===== config.mk =====
export PLATFORM = sky130hd
export DESIGN_NAME = zx_host
export DESIGN_NICKNAME = d
export VERILOG_FILES = /design/src/zx_host_pkg.sv /design/src/zx_io_if.sv /design/src/bus_frontend.sv /design/src/memory_pager.sv /design/src/ula_port.sv /design/src/sigma_delta_dac.sv /design/src/zx_host.sv
export SDC_FILE = /design/constraint.sdc
export NUM_CORES = 1
export LEC_CHECK = 0
export ABC_CLOCK_PERIOD_IN_PS = 2350
export BUFFER_PORTS_ARGS = -buffer_cell sky130_fd_sc_hd__buf_4
export CAP_MARGIN = 5
export CORE_AREA = 4 4 72 74
export DETAILED_ROUTE_END_ITERATION = 16
export DIE_AREA = 0 0 76 78
export PLACE_DENSITY = 0.77
export SLEW_MARGIN = 20
export SYNTH_ARGS = -nofsm -noshare
export SYNTH_HDL_FRONTEND = slang
export SYNTH_HIERARCHICAL = 1
export SYNTH_SLANG_ARGS = --single-unit

===== constraint.sdc =====
create_clock -name clk_sys -period 2.35 [get_ports clk_sys]
set_clock_uncertainty 0.2 [all_clocks]
set_input_delay 0.235 -clock clk_sys [delete_from_list [all_inputs] [get_ports clk_sys]]
set_output_delay 0.235 -clock clk_sys [all_outputs]
set_load 0.005 [all_outputs]

===== src/zx_host_pkg.sv =====
`default_nettype none

package zx_host_pkg;

	// ========================================================================
	// Bus and memory widths
	// ========================================================================

	typedef logic [15:0] cpu_addr_t;
	typedef logic [7:0]  byte_t;

	// Physical 16 KB bank: RAM 0..7, then ROMs from ROM_BANK_BASE
	typedef logic [3:0]  bank_t;

	localparam int PHYS_ADDR_W = 18;
	typedef logic [PHYS_ADDR_W-1:0] phys_addr_t;

	localparam bank_t ROM_BANK_BASE = 4'd8;

	// ========================================================================
	// Machine models
	// ========================================================================

	typedef logic [1:0] model_t;

	localparam model_t MODEL_48    = 2'd0;
	localparam model_t MODEL_128   = 2'd1;
	localparam model_t MODEL_PLUS3 = 2'd2;

	// ========================================================================
	// Port bit positions
	// ========================================================================

	// Port FE write fields
	localparam int FE_BORDER_LSB = 0;
	localparam int FE_MIC_BIT    = 3;
	localparam int FE_EAR_BIT    = 4;

	// Port 7FFD
	localparam int P7FFD_ROM_BIT  = 4;
	localparam int P7FFD_LOCK_BIT = 5;

	// Audio DAC input width
	localparam int DAC_W_DEFAULT = 9;

endpackage

`default_nettype wire


===== src/zx_io_if.sv =====
`timescale 1ns/1ps
`default_nettype none

// Decoded CPU access, shared by all I/O peripherals
interface zx_io_if;

	zx_host_pkg::cpu_addr_t addr;
	zx_host_pkg::byte_t     wdata;

	// One-cycle strobes, high in the cycle the I/O access completes
	logic io_wr;
	logic io_rd;

	modport bus_frontend (
		output addr,
		output wdata,
		output io_wr,
		output io_rd
	);

	modport peripheral (
		input addr,
		input wdata,
		input io_wr,
		input io_rd
	);

endinterface

`default_nettype wire


===== src/bus_frontend.sv =====
`timescale 1ns/1ps
`default_nettype none

module bus_frontend (
	input  wire                      clk_sys,
	input  wire                      reset,

	// Wishbone classic slave
	input  zx_host_pkg::cpu_addr_t   wb_adr,
	input  zx_host_pkg::byte_t       wb_dat_i,
	output zx_host_pkg::byte_t       wb_dat_o,
	input  wire                      wb_we,
	input  wire                      wb_stb,
	input  wire                      wb_cyc,
	output logic                     wb_ack,
	input  wire                      wb_tga_io,

	// External memory port
	output zx_host_pkg::phys_addr_t  mem_addr,
	output zx_host_pkg::byte_t       mem_wdata,
	output logic                     mem_rd,
	output logic                     mem_we,
	input  zx_host_pkg::byte_t       mem_rdata,
	input  wire                      mem_ready,

	zx_io_if.bus_frontend            io,

	input  zx_host_pkg::phys_addr_t  phys_addr,
	input  wire                      write_allowed,
	input  zx_host_pkg::byte_t       io_rdata,
	input  wire                      io_hit
);

	typedef enum logic [1:0] {
		IDLE,
		MEM_REQ,
		IO_DONE,
		ACK
	} state_t;

	state_t state;
	zx_host_pkg::byte_t rdata_q;

	// ========================================================================
	// Access FSM
	// ========================================================================

	always_ff @(posedge clk_sys) begin
		if (reset) begin
			state <= IDLE;
		end else begin
			case (state)
				IDLE: begin
					if (wb_cyc && wb_stb) begin
						if (wb_tga_io)
							state <= IO_DONE;
						// Write into ROM: skip the memory, ack anyway
						else if (wb_we && !write_allowed)
							state <= ACK;
						else
							state <= MEM_REQ;
					end
				end
				MEM_REQ: begin
					if (mem_ready)
						state <= ACK;
				end
				IO_DONE, ACK: begin
					state <= IDLE;
				end
				default: begin
					state <= IDLE;
				end
			endcase
		end
	end

	// Memory read data, held for the ack cycle
	always_ff @(posedge clk_sys) begin
		if (state == MEM_REQ && mem_ready && !wb_we)
			rdata_q <= mem_rdata;
	end

	// ========================================================================
	// Memory port
	// ========================================================================

	// Address comes straight from the pager, stable while wb_adr is held
	assign mem_addr  = phys_addr;
	assign mem_wdata = wb_dat_i;
	assign mem_rd    = (state == MEM_REQ) && !wb_we;
	assign mem_we    = (state == MEM_REQ) && wb_we && write_allowed;

	// ========================================================================
	// I/O strobes and Wishbone response
	// ========================================================================

	assign io.addr  = wb_adr;
	assign io.wdata = wb_dat_i;
	assign io.io_wr = (state == IO_DONE) && wb_we;
	assign io.io_rd = (state == IO_DONE) && !wb_we;

	assign wb_ack = (state == ACK) || (state == IO_DONE);

	// Unclaimed I/O reads float high as on the real bus
	assign wb_dat_o = (state == IO_DONE) ? (io_hit ? io_rdata : 8'hFF) : rdata_q;

endmodule

`default_nettype wire


===== src/memory_pager.sv =====
`timescale 1ns/1ps
`default_nettype none

module memory_pager (
	input  wire                      clk_sys,
	input  wire                      reset,
	input  zx_host_pkg::model_t      model,
	zx_io_if.peripheral              io,
	output zx_host_pkg::phys_addr_t  phys_addr,
	output logic                     write_allowed
);

	zx_host_pkg::model_t model_q;
	zx_host_pkg::byte_t  p7ffd;
	zx_host_pkg::byte_t  p1ffd;

	logic       is_48;
	logic       is_plus3;
	logic       locked;
	logic       wr_7ffd;
	logic       wr_1ffd;
	logic       special;
	logic [1:0] special_cfg;
	logic [1:0] seg;
	logic [1:0] rom_sel;
	logic       rom_mapped;

	zx_host_pkg::bank_t bank;

	// ========================================================================
	// Paging registers
	// ========================================================================

	assign is_48    = (model_q == zx_host_pkg::MODEL_48);
	// Code 3 falls through to 128K behaviour
	assign is_plus3 = (model_q == zx_host_pkg::MODEL_PLUS3);
	assign locked   = p7ffd[zx_host_pkg::P7FFD_LOCK_BIT];

	// 7FFD: A15=0, A1=0, and A14=1 on +3
	assign wr_7ffd = io.io_wr && !io.addr[15] && !io.addr[1]
		&& (io.addr[14] || !is_plus3) && !is_48 && !locked;

	// 1FFD: +3 only, A15..A12=0001, A1=0
	assign wr_1ffd = io.io_wr && is_plus3 && (io.addr[15:12] == 4'b0001)
		&& !io.addr[1] && !locked;

	always_ff @(posedge clk_sys) begin
		if (reset) begin
			model_q <= model;
			p7ffd   <= '0;
			p1ffd   <= '0;
		end else begin
			if (wr_7ffd)
				p7ffd <= io.wdata;
			if (wr_1ffd)
				p1ffd <= io.wdata;
		end
	end

	// ========================================================================
	// Address translation
	// ========================================================================

	assign seg         = io.addr[15:14];
	assign special     = is_plus3 && p1ffd[0];
	assign special_cfg = p1ffd[2:1];

	// ROM number within the ROM area
	// 48K never writes 7FFD, so the 128K map gives ROM 0 and bank 0 there
	always_comb begin
		if (is_plus3)
			rom_sel = {p1ffd[2], p7ffd[zx_host_pkg::P7FFD_ROM_BIT]};
		else
			rom_sel = {1'b0, p7ffd[zx_host_pkg::P7FFD_ROM_BIT]};
	end

	always_comb begin
		rom_mapped = 1'b0;
		bank       = '0;
		if (special) begin
			// +3 all-RAM configurations
			case (seg)
				2'd0: bank = (special_cfg == 2'd0) ? 4'd0 : 4'd4;
				2'd1: begin
					if (special_cfg == 2'd0)
						bank = 4'd1;
					else if (special_cfg == 2'd3)
						bank = 4'd7;
					else
						bank = 4'd5;
				end
				2'd2: bank = (special_cfg == 2'd0) ? 4'd2 : 4'd6;
				default: bank = (special_cfg == 2'd1) ? 4'd7 : 4'd3;
			endcase
		end else begin
			case (seg)
				2'd0: begin
					bank       = zx_host_pkg::ROM_BANK_BASE + {2'b00, rom_sel};
					rom_mapped = 1'b1;
				end
				2'd1: bank = 4'd5;
				2'd2: bank = 4'd2;
				default: bank = {1'b0, p7ffd[2:0]};
			endcase
		end
	end

	assign phys_addr     = {bank, io.addr[13:0]};
	assign write_allowed = !rom_mapped;

endmodule

`default_nettype wire


===== src/ula_port.sv =====
`timescale 1ns/1ps
`default_nettype none

module ula_port (
	input  wire                 clk_sys,
	input  wire                 reset,
	zx_io_if.peripheral         io,
	input  wire  [4:0]          key_data,
	input  wire                 tape_in,
	output logic [2:0]          border,
	output logic                ear,
	output logic                mic,
	output zx_host_pkg::byte_t  io_rdata,
	output logic                io_hit
);

	logic fe_sel;

	// ULA answers on every even port address
	assign fe_sel = !io.addr[0];

	always_ff @(posedge clk_sys) begin
		if (reset) begin
			border <= '0;
			ear    <= 1'b0;
			mic    <= 1'b0;
		end else if (io.io_wr && fe_sel) begin
			border <= io.wdata[zx_host_pkg::FE_BORDER_LSB +: 3];
			mic    <= io.wdata[zx_host_pkg::FE_MIC_BIT];
			ear    <= io.wdata[zx_host_pkg::FE_EAR_BIT];
		end
	end

	// Keyboard row plus tape input, unused bits high
	assign io_rdata = {1'b1, tape_in, 1'b1, key_data};
	assign io_hit   = io.io_rd && fe_sel;

endmodule

`default_nettype wire


===== src/sigma_delta_dac.sv =====
`timescale 1ns/1ps
`default_nettype none

module sigma_delta_dac #(
	parameter int DAC_W = zx_host_pkg::DAC_W_DEFAULT
) (
	input  wire   clk_sys,
	input  wire   reset,
	input  wire   ear,
	input  wire   mic,
	input  wire   tape_in,
	output logic  audio
);

	logic [DAC_W-1:0] level;
	logic [DAC_W-1:0] acc;
	logic [DAC_W:0]   sum;

	// Weights of 1/4, 1/8 and 1/16 of full scale
	assign level = {1'b0, ear, mic, tape_in, {(DAC_W-4){1'b0}}};

	assign sum = {1'b0, acc} + {1'b0, level};

	// First-order modulator, the carry is the bitstream
	always_ff @(posedge clk_sys) begin
		if (reset) begin
			acc   <= '0;
			audio <= 1'b0;
		end else begin
			acc   <= sum[DAC_W-1:0];
			audio <= sum[DAC_W];
		end
	end

endmodule

`default_nettype wire


===== src/zx_host.sv =====
`timescale 1ns/1ps
`default_nettype none

module zx_host #(
	parameter int DAC_W = zx_host_pkg::DAC_W_DEFAULT
) (
	input  wire                      clk_sys,
	input  wire                      reset,

	// ========================================================================
	// Wishbone slave, CPU side
	// ========================================================================
	input  zx_host_pkg::cpu_addr_t   wb_adr,
	input  zx_host_pkg::byte_t       wb_dat_i,
	output zx_host_pkg::byte_t       wb_dat_o,
	input  wire                      wb_we,
	input  wire                      wb_stb,
	input  wire                      wb_cyc,
	output logic                     wb_ack,
	input  wire                      wb_tga_io,

	// ========================================================================
	// External memory
	// ========================================================================
	output zx_host_pkg::phys_addr_t  mem_addr,
	output zx_host_pkg::byte_t       mem_wdata,
	output logic                     mem_rd,
	output logic                     mem_we,
	input  zx_host_pkg::byte_t       mem_rdata,
	input  wire                      mem_ready,

	input  zx_host_pkg::model_t      model,
	input  wire  [4:0]               key_data,
	input  wire                      tape_in,
	output logic [2:0]               border,
	output logic                     audio
);

	zx_host_pkg::phys_addr_t phys_addr;
	zx_host_pkg::byte_t      io_rdata;
	logic                    write_allowed;
	logic                    io_hit;
	logic                    ear;
	logic                    mic;

	zx_io_if io ();

	bus_frontend i_bus_frontend (
		.clk_sys       (clk_sys),
		.reset         (reset),
		.wb_adr        (wb_adr),
		.wb_dat_i      (wb_dat_i),
		.wb_dat_o      (wb_dat_o),
		.wb_we         (wb_we),
		.wb_stb        (wb_stb),
		.wb_cyc        (wb_cyc),
		.wb_ack        (wb_ack),
		.wb_tga_io     (wb_tga_io),
		.mem_addr      (mem_addr),
		.mem_wdata     (mem_wdata),
		.mem_rd        (mem_rd),
		.mem_we        (mem_we),
		.mem_rdata     (mem_rdata),
		.mem_ready     (mem_ready),
		.io            (io.bus_frontend),
		.phys_addr     (phys_addr),
		.write_allowed (write_allowed),
		.io_rdata      (io_rdata),
		.io_hit        (io_hit)
	);

	memory_pager i_memory_pager (
		.clk_sys       (clk_sys),
		.reset         (reset),
		.model         (model),
		.io            (io.peripheral),
		.phys_addr     (phys_addr),
		.write_allowed (write_allowed)
	);

	ula_port i_ula_port (
		.clk_sys  (clk_sys),
		.reset    (reset),
		.io       (io.peripheral),
		.key_data (key_data),
		.tape_in  (tape_in),
		.border   (border),
		.ear      (ear),
		.mic      (mic),
		.io_rdata (io_rdata),
		.io_hit   (io_hit)
	);

	sigma_delta_dac #(
		.DAC_W (DAC_W)
	) i_sigma_delta_dac (
		.clk_sys (clk_sys),
		.reset   (reset),
		.ear     (ear),
		.mic     (mic),
		.tape_in (tape_in),
		.audio   (audio)
	);

endmodule

`default_nettype wire


# Word level (Yosys, flattened, before mapping)
# Index checks and enable logic that the tools add are counted.
[classes]
add_sub_neg = 2
n_eq_ne = 11
n_mux = 18
n_reduce_logical = 37
[op_table]
columns = ["cell", "count"]
rows = [
  ["case mux 4 bit (3 select lines)", 2],
  ["logical AND 1 bit", 21],
  ["2-to-1 mux 2 bit", 6],
  ["adder 9 x 8 -> 10 bit", 1],
  ["== test 2 bit (second input constant)", 5],
  ["2-to-1 mux 3 bit", 3],
  ["logical NOT 1 bit", 8],
  ["logical NOT 2 bit", 4],
  ["2-to-1 mux 4 bit", 2],
  ["2-to-1 mux 8 bit", 1],
  ["2-to-1 mux 7 bit", 1],
  ["== test 2 x 1 -> 1 bit (second input constant)", 3],
  ["case mux 2 bit (3 select lines)", 1],
  ["adder 4 x 2 -> 4 bit (first input constant)", 1],
  ["== test 4 x 1 -> 1 bit (second input constant)", 1],
  ["logical OR 1 bit", 2],
  ["2-to-1 mux 1 bit", 2],
  ["!= test 2 x 1 -> 1 bit (second input constant)", 1],
  ["!= test 2 bit (second input constant)", 1],
  ["AND reduction 2 bit", 1],
  ["OR reduction 2 bit", 1],
]
[word_totals]
register_bits = 36
word_cells = 78

# Logic depth before layout (Yosys ltp)
[logic_depth]
ltp_word = 8
depth_mapped = 7

# Cells and area by module
# Netlist, hierarchy kept.
[modules_own_cells]
columns = ["module", "instances", "cells_per_inst", "area_each_um2"]
rows = [
  ["bus_frontend", 1, 102, 889.6],
  ["memory_pager", 1, 77, 668.1],
  ["ula_port", 1, 31, 296.5],
  ["sigma_delta_dac", 1, 24, 242.7],
]

# Worst setup path after synthesis
# OpenSTA, ideal clock, no wires.
[synth_timing]
kind = "register -> register"
from = "register i_bus_frontend.state[0]"
to = "register i_memory_pager.p7ffd[0]"
setup_ps = 72
arrival_time_ps = 1876
required_ps = 2078
path_slack_ps = 202
path_stages_with_launch = 8
path_buffers = 2
synth_period_minus_slack_ps = 2148
path_cell_list = "dfxtp_1 -> nand2b_1 -> buf_4 -> buf_6 -> nor2_1 -> or3b_4 -> nor3_4 -> mux2i_1"
[synth_via]
elab_chain_cells = 7
[synth_rtl]
columns = ["item", "line", "source"]
rows = [
  ["start: declaration", "bus_frontend.sv:41", "state_t state;"],
  ["start signal: assignment", "bus_frontend.sv:50", "state <= IDLE;"],
  ["start signal: assignment", "bus_frontend.sv:56", "state <= IO_DONE;"],
  ["start signal: assignment", "bus_frontend.sv:59", "state <= ACK;"],
  ["== test 2 bit", "bus_frontend.sv:100", "assign io.io_wr = (state == IO_DONE) && wb_we;"],
  ["logical AND 1 bit", "bus_frontend.sv:100", ""],
  ["net io.io_wr", "zx_io_if.sv:11", "logic io_wr;"],
  ["logical AND 1 bit (2 in series)", "memory_pager.sv:40", "assign wr_7ffd = io.io_wr && !io.addr[15] && !io.addr[1]"],
  ["logical AND 1 bit (3 in series)", "memory_pager.sv:41", "&& (io.addr[14] || !is_plus3) && !is_48 && !locked;"],
  ["end signal: assignment", "memory_pager.sv:54", "p7ffd <= io.wdata;"],
  ["end: declaration", "memory_pager.sv:14", "zx_host_pkg::byte_t p7ffd;"],
]
# The timed path passes the listed nets, and every way through them passes these cells.
# A chain may end at the register's enable or synchronous reset.

# Worst setup path in the final report
[layout_timing]
from = "register i_bus_frontend.state[1]"
to = "output port wb_dat_o[4]"
[layout_via]
elab_chain_cells = 5
[layout_rtl]
columns = ["item", "line", "source"]
rows = [
  ["== test 2 bit", "bus_frontend.sv:101", "assign io.io_rd = (state == IO_DONE) && !wb_we;"],
  ["logical AND 1 bit", "bus_frontend.sv:101", ""],
  ["net io.io_rd", "zx_io_if.sv:12", "logic io_rd;"],
  ["logical AND 1 bit", "ula_port.sv:36", "assign io_hit = io.io_rd && fe_sel;"],
  ["net io_hit", "zx_host.sv:42", "logic io_hit;"],
  ["2-to-1 mux 7 bit", "bus_frontend.sv:106", "assign wb_dat_o = (state == IO_DONE) ? (io_hit ? io_rdata : 8'hFF) : rdata_q;"],
  ["2-to-1 mux 8 bit", "bus_frontend.sv:106", ""],
  ["end: declaration", "zx_host.sv:15", "output zx_host_pkg::byte_t wb_dat_o,"],
]
# The timed path passes the listed nets, and every way through them passes these cells.

==> metrics.md <==
| Metric | Value |
|---|---|
| Starting DRT DRC Count | `73` |
| IO Port Bufs | `63` |
| Diodes inserted | `0` |
| Commonest non-fill, non-tap cell in the layout | `buf_4` |
| DP Wirelength | `2940 um` |
| Io pins | `88` |
| RSZ-0062 raised after global routing | `false` |
| Crit path launch type | `flop` |
| Static leakage | `between 0.9 and 1 nW` |
| Initial antenna violation count | `0` |
| Final instance area | `~0.0023 mm^2` |
| Multi-input gate area | `between 700 and 800 um^2` |
| Commonest cells after routing, fill and taps aside | `buf_4, nand2_1, dfxtp_1` |
| Fmax | `just under 500 MHz` |
| Slew @ Worst Pin | `about 0.61 ns` |
| Yosys warns | `6` |
| Outcome | `completed` |
| Fill count | `434` |
| Final hold vios | `0` |
| Setup crit end | `wb_dat_o[4]` |
| DP Area | `slightly above 0.002 mm^2` |
| Slew Viols, Final | `0` |
| Max-Cap Viols | `0` |
| R2R depth | `5` |
| Largest net degree at the start of global routing | `25` |
| Total Routing Usage GR | `0.136` |
| CP Max Fanout | `8` |
| Area grow syn2layout | `9.68%` |
| Reg-to-reg startpoint | `i_bus_frontend/state[1]` |
| Critical-path top delay cell | `dfxtp_1` |
| Largest stage delay, worst path | `0.44 ns` |
| Hold Path Class | `input port to flop` |
| Die area | `a little under 0.006 mm^2` |
| Synth Cell Area | `~0.0021 mm^2` |
| Worst Setup SP | `i_bus_frontend/state[1]` |
| Vias in the first global route | `1,425` |
| Crit Reg-Reg Endpoint | `i_memory_pager/p7ffd[0]` |
| Synthesized instance count | `approximately 230` |
| Placer congestion estimate | `around 0.74` |
| Req. time, crit path | `1.91 ns` |
| CP Data Arrival Time | `between 1.5 and 2 ns` |
| CTS tree | `built` |
| Nets | `slightly below 300` |
| Crit path max-delay family | `simple AND/OR/NAND/NOR gates` |
| Wire per inst | `13.2 um` |
| Max clock buf depth | `2` |
| Cts bufs inserted | `5` |
| Cells along the critical path | `nand2b_1 -> nor2_1 -> nor2b_2 -> nor2b_1 -> o21ai_0 -> buf_4` |
| Max VDD drop | `between 0.0004 and 0.0005 V` |
| Dpl cells | `approximately 280` |
| CTS clk-pin slew, worst paths | `0.07 ns` |
| Post-route clock period utilization | `0.871` |
| Initial core utilization | `0.453` |
| Rel. slew slack | `0.590` |
| Hold slack | `~0.012 ns` |
| Setup-failing EPs final | `0` |
| CP Capture Type | `output port` |
| First-pass GRT wire length | `around 6500 um` |
| Final Critical Period | `a little over 2 ns` |
| Vias per cell | `around 4.8` |
| Synthesized area per cell | `roughly 9.0 um^2` |
| Clk root buf | `clkbuf_8` |
| Worst-skew pair later-pin latency | `between 0.2 and 0.3 ns` |
| Die width | `~76 um` |
| Core Area | `roughly 0.0046 mm^2` |
| Pwr Density | `between 500 and 600 mW/mm^2` |
| Storage cell area | `701 um^2` |
| Setup TNS | `0 ns` |
| Post-CTS setup buffers | `0` |
| CTS sink cnt | `30` |
| # DRC | `0` |
| Critical path depth in cells | `6` |
| Remaining antenna violation count | `0` |
| Grt total ovfl | `0` |
| WS Path Type | `flop to output port` |
| Bufs and invs on worst path | `1` |
| Vias | `approximately 1.4k` |
| R2r setup slk | `approximately 0.42 ns` |
| Final cell count without fillers | `around 300` |
| Setup WS pre-CTS | `0.418 ns` |
| H-tree Lvls | `2` |
| First-pass iteration count of the detailed router | `4` |
| Share of cells above drive strength 1 | `0.340` |
| Min setup slack post-route | `just over 0.3 ns` |
| Total Routed Length | `between 3000 and 4000 um` |
| Row count | `25` |
| Die Ht | `between 70 and 80 um` |
-- where the power goes --
group          leakage [nW]  internal, mW  switching, mW  total (mW)
clock network        0.0561         0.269          0.202       0.471
registers             0.254         0.548        0.00813       0.556
logic                 0.667         0.102         0.0720       0.174
-- final cells by class --
class / count / area share
clock inverters: 2 / 0.00438
inverters: 8 / 0.0132
clock buffers: 6 / 0.0411
repair buffers: 75 / 0.258
well taps: 54 / 0.0296
multi-input cells: 120 / 0.347
flip-flops and latches: 30 / 0.307
-- worst min-delay path: stages --
cell,delay [ns]
buf_4,0.12
nand2_1,0.05
mux2i_1,0.05
-- metal layers --
| metal | up-vias | share of wire | global-route usage |
|---|---|---|---|
| met5 | - | 0 | 0 |
| met4 | 0 | 0.014 | 0.0463 |
| met3 | 10 | 0.074 | 0.0661 |
| met2 | 55 | 0.47 | 0.215 |
| met1 | 628 | 0.45 | 0.161 |
| li1 | 729 | - | - |
-- registers in the layout (all words and copies together), names as in the netlist --
register,cells
i_bus_frontend/state,2
i_memory_pager/p7ffd,5
i_memory_pager/model_q,2
i_ula_port/mic,1
i_bus_frontend/rdata_q,8
i_ula_port/ear,1
i_memory_pager/p1ffd,3
i_ula_port/border,3
i_sigma_delta_dac/acc,4
i_sigma_delta_dac/audio,1
-- how the worst min path moves through the flow --
stage | from | endpoint | slack (ns) | cells past startpoint
floorplan | reset | i_bus_frontend/state[1] | 0.1 | 1
global placement | mem_rdata[5] | i_bus_frontend/rdata_q[5] | 0.21 | 1
detailed placement | model[0] | i_memory_pager/model_q[0] | 0.21 | 1
CTS | wb_dat_i[4] | i_memory_pager/p7ffd[4] | 0.01 | 3
global route | wb_dat_i[4] | i_memory_pager/p7ffd[4] | 0.02 | 3
finish | wb_dat_i[4] | i_memory_pager/p7ffd[4] | 0.01 | 3
-- per-stage QoR --
stage	utilization	power, mW
2_1_floorplan	-	0.719
5_1_grt	0.497	1.26
4_1_cts	0.496	1.21
6_report	0.497	1.20
3_5_place_dp	0.452	0.729
3_3_place_gp	0.452	0.725
-- timing repair --
item,4_1_cts,5_1_grt
resized for setup,0,1
hold buffers,10,0
endpoints found under the hold margin,10,0
setup endpoints to repair,0,6
Power figures use the tool's default switching activity.
